--- src/adder_pkg.sv ---
`default_nettype none

package adder_pkg;

	// Operand width. The doubling scheme needs a power of two here
	localparam int ADDER_WIDTH = 64;

	// One doubling level per power of two below the width
	localparam int PREFIX_LEVELS = $clog2(ADDER_WIDTH);

	// Carry status of a span of bits
	// The high bit is the OR of the operand bits and the low bit their AND,
	// so the pattern 01 cannot come out of the encoder
	typedef enum logic [1:0]
	{
		KPG_KILL      = 2'b00,
		KPG_PROPAGATE = 2'b10,
		KPG_GENERATE  = 2'b11
	} kpg_t;

	// Payload accepted at the adder input
	typedef struct packed
	{
		logic [ADDER_WIDTH-1:0] a;
		logic [ADDER_WIDTH-1:0] b;
	} operands_t;

	// Payload carried through the prefix network
	typedef struct packed
	{
		kpg_t [ADDER_WIDTH-1:0] kpg;      // Status of the span that ends at each bit
		logic [ADDER_WIDTH-1:0] half_sum; // Sum bits before any carry is applied
	} prefix_t;

	// Payload delivered at the adder output
	typedef struct packed
	{
		logic [ADDER_WIDTH-1:0] sum;
		logic                   carry_out;
	} result_t;

endpackage

`default_nettype wire

--- src/kpg_encode.sv ---
`timescale 1ns/1ns
`default_nettype none

module kpg_encode import adder_pkg::*;
(
	input  logic      clk,
	input  logic      rst,

	input  logic      in_valid,
	output logic      in_ready,
	input  operands_t in_data,

	output logic      out_valid,
	input  logic      out_ready,
	output prefix_t   out_data
);

	logic    accept;
	prefix_t next_data;

	// The slot takes a new pair when empty or when its pair leaves this cycle
	assign in_ready = ~out_valid | out_ready;
	assign accept   = in_valid & in_ready;

	// Every bit pair starts out as a span of one bit
	always_comb
	begin
		for (int i = 0; i < ADDER_WIDTH; i++)
		begin
			next_data.kpg[i] = kpg_t'({in_data.a[i] | in_data.b[i],
				in_data.a[i] & in_data.b[i]});
		end
		next_data.half_sum = in_data.a ^ in_data.b;
	end

	always_ff @(posedge clk)
	begin
		if (rst)
			out_valid <= 1'b0;
		else if (in_ready)
			out_valid <= in_valid; // Drops when the item leaves and nothing follows
	end

	always_ff @(posedge clk)
	begin
		if (accept)
			out_data <= next_data;
	end

endmodule

`default_nettype wire

--- src/prefix_pipeline.sv ---
`timescale 1ns/1ns
`default_nettype none

module prefix_pipeline import adder_pkg::*;
#(
	parameter int LEVELS_PER_STAGE = 2
)
(
	input  logic    clk,
	input  logic    rst,

	input  logic    in_valid,
	output logic    in_ready,
	input  prefix_t in_data,

	output logic    out_valid,
	input  logic    out_ready,
	output prefix_t out_data
);

	// Number of register slots, the last one may hold fewer levels
	localparam int STAGES = (PREFIX_LEVELS + LEVELS_PER_STAGE - 1) / LEVELS_PER_STAGE;

	typedef kpg_t [ADDER_WIDTH-1:0] kpg_vec_t;

	// Upper span decides unless it only passes on what comes from below
	function automatic kpg_t combine(input kpg_t upper, input kpg_t lower);
		if (upper == KPG_PROPAGATE)
			return lower;
		return upper;
	endfunction

	// One doubling step over all bits
	function automatic kpg_vec_t apply_level(input kpg_vec_t codes, input int span);
		kpg_vec_t result;
		for (int i = 0; i < ADDER_WIDTH; i++)
		begin
			if (i >= span)
				result[i] = combine(codes[i], codes[i - span]);
			else
				result[i] = combine(codes[i], KPG_KILL); // Nothing comes in below bit 0
		end
		return result;
	endfunction

	// Handshake chain, index 0 is the input side and index STAGES the output side
	logic    stage_valid [0:STAGES];
	logic    stage_ready [0:STAGES];
	prefix_t stage_data  [0:STAGES];

	assign stage_valid[0] = in_valid;
	assign stage_data[0]  = in_data;
	assign in_ready       = stage_ready[0];

	assign out_valid          = stage_valid[STAGES];
	assign out_data           = stage_data[STAGES];
	assign stage_ready[STAGES] = out_ready;

	for (genvar s = 0; s < STAGES; s++)
	begin : g_stage
		localparam int FIRST_LEVEL = s * LEVELS_PER_STAGE;

		prefix_t resolved;
		logic    valid_q;
		prefix_t data_q;
		logic    accept;

		// Spans double from level to level across the whole pipeline
		always_comb
		begin
			resolved = stage_data[s];
			for (int j = 0; j < LEVELS_PER_STAGE; j++)
			begin
				if (FIRST_LEVEL + j < PREFIX_LEVELS)
					resolved.kpg = apply_level(resolved.kpg, 1 << (FIRST_LEVEL + j));
			end
		end

		assign stage_ready[s] = ~valid_q | stage_ready[s + 1];
		assign accept         = stage_valid[s] & stage_ready[s];

		always_ff @(posedge clk)
		begin
			if (rst)
				valid_q <= 1'b0;
			else if (stage_ready[s])
				valid_q <= stage_valid[s];
		end

		// Half-sum rides along untouched
		always_ff @(posedge clk)
		begin
			if (accept)
				data_q <= resolved;
		end

		assign stage_valid[s + 1] = valid_q;
		assign stage_data[s + 1]  = data_q;
	end

endmodule

`default_nettype wire

--- src/sum_stage.sv ---
`timescale 1ns/1ns
`default_nettype none

module sum_stage import adder_pkg::*;
(
	input  logic    clk,
	input  logic    rst,

	input  logic    in_valid,
	output logic    in_ready,
	input  prefix_t in_data,

	output logic    out_valid,
	input  logic    out_ready,
	output result_t out_data
);

	logic                   accept;
	logic [ADDER_WIDTH-1:0] carry_in;
	result_t                next_result;

	assign in_ready = ~out_valid | out_ready;
	assign accept   = in_valid & in_ready;

	// After the last level each code covers bits 0 up to its own index,
	// so generate there means a carry leaves that bit
	always_comb
	begin
		carry_in[0] = 1'b0; // No carry-in port on this adder
		for (int i = 1; i < ADDER_WIDTH; i++)
			carry_in[i] = (in_data.kpg[i - 1] == KPG_GENERATE);
	end

	always_comb
	begin
		next_result.sum       = in_data.half_sum ^ carry_in;
		next_result.carry_out = (in_data.kpg[ADDER_WIDTH - 1] == KPG_GENERATE);
	end

	always_ff @(posedge clk)
	begin
		if (rst)
			out_valid <= 1'b0;
		else if (in_ready)
			out_valid <= in_valid;
	end

	always_ff @(posedge clk)
	begin
		if (accept)
			out_data <= next_result; // Held while the consumer stalls
	end

endmodule

`default_nettype wire

--- src/prefix_adder_top.sv ---
`timescale 1ns/1ns
`default_nettype none

module prefix_adder_top import adder_pkg::*;
#(
	parameter int LEVELS_PER_STAGE = 2
)
(
	input  logic      clk,
	input  logic      rst,

	input  logic      in_valid,
	output logic      in_ready,
	input  operands_t in_data,

	output logic      out_valid,
	input  logic      out_ready,
	output result_t   out_data
);

	// Encoder to prefix network
	logic    enc_valid;
	logic    enc_ready;
	prefix_t enc_data;

	// Prefix network to sum stage
	logic    res_valid;
	logic    res_ready;
	prefix_t res_data;

	kpg_encode encode0
	(
		.clk       (clk),
		.rst       (rst),
		.in_valid  (in_valid),
		.in_ready  (in_ready),
		.in_data   (in_data),
		.out_valid (enc_valid),
		.out_ready (enc_ready),
		.out_data  (enc_data)
	);

	// Codes leave here resolved down to bit 0
	prefix_pipeline
	#(
		.LEVELS_PER_STAGE (LEVELS_PER_STAGE)
	)
	prefix0
	(
		.clk       (clk),
		.rst       (rst),
		.in_valid  (enc_valid),
		.in_ready  (enc_ready),
		.in_data   (enc_data),
		.out_valid (res_valid),
		.out_ready (res_ready),
		.out_data  (res_data)
	);

	sum_stage sum0
	(
		.clk       (clk),
		.rst       (rst),
		.in_valid  (res_valid),
		.in_ready  (res_ready),
		.in_data   (res_data),
		.out_valid (out_valid),
		.out_ready (out_ready),
		.out_data  (out_data)
	);

endmodule

`default_nettype wire

--- config.mk ---
export PLATFORM = sky130hd
export DESIGN_NAME = prefix_adder_top
export DESIGN_NICKNAME = d
export VERILOG_FILES = /design/src/adder_pkg.sv /design/src/kpg_encode.sv /design/src/prefix_pipeline.sv /design/src/sum_stage.sv /design/src/prefix_adder_top.sv
export SDC_FILE = /design/constraint.sdc
export NUM_CORES = 1
export LEC_CHECK = 0
export BUFFER_PORTS_ARGS = -buffer_cell sky130_fd_sc_hd__buf_2
export CORE_UTILIZATION = 60
export CTS_BUF_LIST = sky130_fd_sc_hd__clkbuf_4 sky130_fd_sc_hd__clkbuf_8 sky130_fd_sc_hd__clkbuf_16
export CTS_CLUSTER_SIZE = 40
export DETAILED_ROUTE_END_ITERATION = 7
export PLACE_DENSITY = 0.91
export SYNTH_ARGS = -nofsm -noshare
export SYNTH_HDL_FRONTEND = slang
export SYNTH_SLANG_ARGS = --single-unit
--- constraint.sdc ---
create_clock -name clk -period 33.2 [get_ports clk]
set_input_delay 1.66 -clock clk [delete_from_list [all_inputs] [get_ports clk]]
set_output_delay 1.66 -clock clk [all_outputs]
set_load 0.02 [all_outputs]
# == Word-level counts from Yosys, hierarchy flattened ==
# Index checks and enable logic that the tools add are counted.
# word_totals
regBits,838
out_inout_bits,67
wordCells,2012
# classes
n_eq_ne,448
n_mux,1152
bitwise,145
# ops
op,n
2-bit 2-to-1 mux,768
"2-bit equality test, second input constant",448
1-bit 2-to-1 mux,384
64-bit XOR,2
1-bit AND,69
1-bit OR,69
1-bit inverter,5

# == Logic depth before layout (Yosys ltp) ==
# logic_depth
depth_word,7
depth_mapped,3
mapped_depth_nobuf,3

# == Modules after synthesis ==
# Synthesis repeated with hierarchy kept, for this count alone.
# hier_totals
hier_cells,2139
area_unflattened_um2,32650.1
# by_module_without_submodules
module,instances,cells_each,area_each_um2,seq_area_each_um2
prefix_pipeline,1,1425,21705.8,17356.6
kpg_encode,1,517,8142.8,5785.5
sum_stage,1,197,2801.4,1971.9

# == Worst setup path after synthesis ==
# OpenSTA, ideal clock, no wires.
# synth_timing
kind,input to register
start,in out_ready
end,"reg prefix0.g_stage[0].data_q[0] in the netlist's numbering, enable pin"
setup_time_ps,1039
t_arrival_ps,15732
t_required_ps,32161
slack_ps,16430
cell_stages,2
n_path_buf,0
cell_sequence,and4b_2 -> a21boi_0
# synth_between
elab_chain_cells,5
# synth_rtl
element,line_no,text
"start, declared",prefix_adder_top.sv:17,"input logic out_ready,"
1-bit OR,sum_stage.sv:22,assign in_ready = ~out_valid | out_ready;
1-bit OR (3 in a row),prefix_pipeline.sv:79,assign stage_ready[s] = ~valid_q | stage_ready[s + 1];
1-bit AND,prefix_pipeline.sv:80,assign accept = stage_valid[s] & stage_ready[s];
via prefix0.g_stage[0].accept,prefix_pipeline.sv:66,logic accept;
"end signal, assigned",prefix_pipeline.sv:94,data_q <= resolved;
"end, declared",prefix_pipeline.sv:65,prefix_t data_q;
# The timed path passes the listed nets, and every way through them passes these cells.
# A chain may end at the register's enable or synchronous reset.

# == Worst setup path in the final report ==
# layout_timing
start,in out_ready
end,"reg encode0.out_data[46] in the netlist's numbering, enable pin"
# layout_between
elab_chain_cells,6
# layout_rtl
element,line_no,text
1-bit OR,sum_stage.sv:22,
1-bit OR (3 in a row),prefix_pipeline.sv:79,
1-bit OR,kpg_encode.sv:22,assign in_ready = ~out_valid | out_ready;
1-bit AND,kpg_encode.sv:23,assign accept = in_valid & in_ready;
via encode0.accept,kpg_encode.sv:18,logic accept;
"end signal, assigned",kpg_encode.sv:47,out_data <= next_data;
"end, declared",kpg_encode.sv:15,output prefix_t out_data
# The timed path passes the listed nets, and every way through them passes these cells.

==> impl_results.md <==
- Status: finished clean
- Total setup buffers inserted after CTS: 0
- Ratio of cells with drive above 1 in the final layout: 0.1472
- Port Buf Inserts: 198
- Final hold violation count: 0
- Number of setup violations in the final report: 0
- Share of the synthesized area in compound gates (AO/OA/AOI/OAI): 0.1102
- End of the worst hold path: prefix0.g_stage[1].data_q[19]$_DFFE_PP_
- Share of the yosys chip area belonging to registers: 0.7728
- Static leakage: around 14 nW
- Routed via count: approximately 19000
- Die extent in y: 234.7 µm
- Worst min path class: reg -> reg
- Reg-to-reg endpoint: encode0.out_data[46]$_DFFE_PP_
- Number of sinks handled by clock tree synthesis: 838
- R2r startpoint: prefix0.out_valid$_SDFFE_PP0P_
- Largest stage delay on the critical path: 0.93 ns
- Total half-perimeter wirelength after legalization and detailed placement: 48860 µm
- Synthesized instance count: approximately 2100
- Overall die area: 55100 µm²
- Reg-to-reg setup timing slack: approximately 30 ns
- Placeable core region: 53080 µm²
- Synthesized net count: 2358
- Width of the die: 234.7 µm
- Dominant combinational cell family by area after synthesis: compound AO/OA/AOI/OAI gates
- Share of the cycle needed by the critical path after routing: 0.1247
- Mean number of vias per cell: about 6.0
- Hold bufs inserted after CTS: 0
- Number of buffers added by the clock tree synthesis step: 78
- CTS clock-pin slew for the worst setup and hold paths: ~0.06 ns
- CP endpoint kind: register
- Initial antenna violation count: 5
- Maximum number of pins on one net before global-route repair: 193
- Sequential cell area in the final layout: 25110 µm²
- Critical Path AT: 4.36 ns
- Arithmetic-cell share of the synthesized area counting full adders, half adders and majority gates: 0.04928
- Highest attainable clock frequency: 241.5 MHz
- Detailed Route Iter0 Violations: 2594
- Mean Syn Cell Area: roughly 15 µm²
- CP max stage cell: sky130_fd_sc_hd__buf_4
- Maximum vdd ir drop: 0.03774 mV
- Min-Delay Startpoint: prefix0.g_stage[0].data_q[19]$_DFFE_PP_
- Most frequent standard cell in the layout excluding fill and tap cells: sky130_fd_sc_hd__edfxtp_1
- Non-filler instance count after layout: 3114
- Maximum fanout encountered on the critical timing path: 84
- Shortest period the worst path allows: 4.140 ns
- Slew HR: 0.1740
- CTS tree: done
- Post-synthesis share of cell area spent on xor and xnor gates: 0.01698
- Clock insertion delay at the later pin of the skew report: around 0.63 ns
- Multi-input gate area in the final layout: 6575 µm²
- Routed wirelength normalized by instance count: 23.02 µm
- Most used cells in the layout excluding fill and tap cells: 833 x sky130_fd_sc_hd__edfxtp_1, 285 x sky130_fd_sc_hd__o21ai_0, 256 x sky130_fd_sc_hd__a21oi_1, 202 x sky130_fd_sc_hd__inv_1, 198 x sky130_fd_sc_hd__buf_2
- Vias in the first global route: 18664
- Logic depth of the worst register-to-register path: 4
- Placed cells: 2969
- Required time of the worst setup path: 33.42 ns
- Top-level I/O count: 199
- Max-cap check violation count: 0
- CTS HTree Levels: 3
- Filler cell count: 3105
- Resized cells post-CTS: 0
- Global-route wire length before repair: 107400 µm
- GRT Residual Overflow: 0
- Cells traversed along the worst timing path: buf_2 > nand4b_2 > o21a_4 > buf_4 > buf_4
- Power Density: 61.12 nW/µm²
- RSZ-0062 raised after global routing: no
- DRT Wirelength: 71690 µm
- Simple-gate share of the synthesized area: 0.02495
- Cell row count: 84
- Root Driver: sky130_fd_sc_hd__clkbuf_16
- Synth warnings: 0
- Post-DRT Antenna Nets: 0
- Clock tree buffer depth: 3
- Type of element launching the critical path: primary input
- Hold path depth: 0
- Routability congestion estimate from global placement: 0.9207
- Final layout net count: between 2000 and 3000
- Starting density of the core: 0.6123
- Crit-path most repeated cell: sky130_fd_sc_hd__buf_4
- Setup skew after layout: between 0.02 and 0.03 ns
- Area growth from synthesis to final layout: 13.74%
- Total DRC errors in the routed layout: 0
- Post-synthesis register bit count: 838
- Kind of critical path: in -> reg
- Actual transition at the worst max-transition pin: 1.239 ns
- Max-slew violation total from the final report: 0
- Global Route Usage Sum: 0.2599
- Proportion of synthesized area in mux cells: 0
- Detailed Routing Iterations Pass 1: 6
- Post-route setup TNS: 0 ns
- Synth Cell Area: 32500 µm²
- Distinct cells, synth: 24
## kinds of logic (layout without fill, tap and decap cells)
group / Yosys count / count (layout)
simple gates: 192 / 192
other cells: 0 / 1
compound gates: 654 / 654
flops: 838 / 838
fa+ha+maj: 128 / 128
xor+xnor: 63 / 63
buf+inv: 223 / 550
## cell type report
| cell class | instances | share of cell area |
|---|---|---|
| timing repair buffer | 204 | 0.02871 |
| clock inverter | 40 | 0.009885 |
| clock buffer | 104 | 0.06016 |
| tap | 688 | 0.02329 |
| antenna | 1 | 0.00006770 |
| sequential | 838 | 0.6795 |
| multi-input combinational | 1037 | 0.1779 |
| inverter | 202 | 0.02051 |
## worst max-delay path by stage
stage | slack (ns) | end | cells past startpoint | from
detailed placement | 28.44 | encode0.out_data[62]$_DFFE_PP_ | 5 | out_ready
global route | 28.90 | encode0.out_data[187]$_DFFE_PP_ | 5 | out_ready
floorplan | 16.43 | prefix0.g_stage[0].data_q[0]$_DFFE_PP_ | 2 | out_ready
global placement | 28.58 | encode0.out_data[184]$_DFFE_PP_ | 5 | out_ready
finish | 29.06 | encode0.out_data[46]$_DFFE_PP_ | 5 | out_ready
CTS | 29.08 | encode0.out_data[150]$_DFFE_PP_ | 5 | out_ready
## layer usage
| layer | GRT usage | part of all wire | vias to the layer above |
|---|---|---|---|
| met2 | 0.4508 | 0.50 | 1175 |
| met4 | 0.1065 | 0.037 | 0 |
| met5 | 0 | 0 | - |
| met3 | 0.04676 | 0.11 | 155 |
| met1 | 0.3246 | 0.35 | 9176 |
| li1 | - | - | 8308 |
## stage by stage
step / setup WS, ns / total power [mW] / area, µm² / hold slack (ns) / util
global placement: 28.58 / 1.365 / 34370 / 0.4007 / 0.6475
floorplan: 16.43 / 1.330 / 32500 / 0.4003 / -
finish: 29.06 / 2.259 / 36960 / 0.4020 / 0.6964
global route: 28.90 / 2.316 / 36960 / 0.4105 / 0.6964
detailed placement: 28.44 / 1.376 / 34370 / 0.4045 / 0.6475
CTS: 29.08 / 2.261 / 36960 / 0.4042 / 0.6963
## power breakdown
part	leakage, nW	switching [mW]	internal, mW
sequential	7.80	0.0338	1.22
combinational	4.51	0.0705	0.0340
clock	1.29	0.378	0.520
total	13.6	0.483	1.78
## state kept, by name, indices dropped and copies added, names as in the netlist
register / cells
encode0.out_data: 192
encode0.out_valid: 1
prefix0.g_stage.data_q: 384
prefix0.g_stage.valid_q: 2
prefix0.out_data: 192
prefix0.out_valid: 1
sum0.out_data: 65
sum0.out_valid: 1
## cell usage after synthesis
| library cell | number | area share |
|---|---|---|
| sky130_fd_sc_hd__dfxtp_1 | 5 | 0.0031 |
| sky130_fd_sc_hd__o31ai_2 | 1 | 0.00038 |
| sky130_fd_sc_hd__o31ai_1 | 1 | 0.00023 |
| sky130_fd_sc_hd__nand2_1 | 94 | 0.011 |
| sky130_fd_sc_hd__inv_1 | 202 | 0.023 |
| sky130_fd_sc_hd__a31o_2 | 16 | 0.0043 |
| sky130_fd_sc_hd__a211oi_1 | 20 | 0.0046 |
| sky130_fd_sc_hd__nand4b_2 | 1 | 0.00046 |
| sky130_fd_sc_hd__clkbuf_1 | 21 | 0.0024 |
| sky130_fd_sc_hd__o21a_1 | 22 | 0.0051 |
| sky130_fd_sc_hd__and4b_2 | 1 | 0.00035 |
| sky130_fd_sc_hd__a21oi_1 | 256 | 0.039 |
| sky130_fd_sc_hd__nor2_1 | 68 | 0.0079 |
| sky130_fd_sc_hd__nand3_1 | 1 | 0.00015 |
| sky130_fd_sc_hd__edfxtp_1 | 833 | 0.77 |
| sky130_fd_sc_hd__and2_1 | 22 | 0.0042 |
| sky130_fd_sc_hd__o21ai_0 | 285 | 0.044 |
| sky130_fd_sc_hd__a21o_1 | 52 | 0.012 |
| sky130_fd_sc_hd__a21boi_0 | 1 | 0.00023 |
| sky130_fd_sc_hd__nand2b_1 | 3 | 0.00058 |
| sky130_fd_sc_hd__xnor2_1 | 63 | 0.017 |
| sky130_fd_sc_hd__nand3b_1 | 1 | 0.00023 |
| sky130_fd_sc_hd__ha_1 | 128 | 0.049 |
| sky130_fd_sc_hd__and2_2 | 1 | 0.00023 |
## critical path, delay by kind of cell
kind | cells | cell delay [ns]
compound gates | 1 | 0.62
buf+inv | 3 | 1.75
simple gates | 1 | 0.18
No activity file was read; power rests on OpenSTA's default activity.
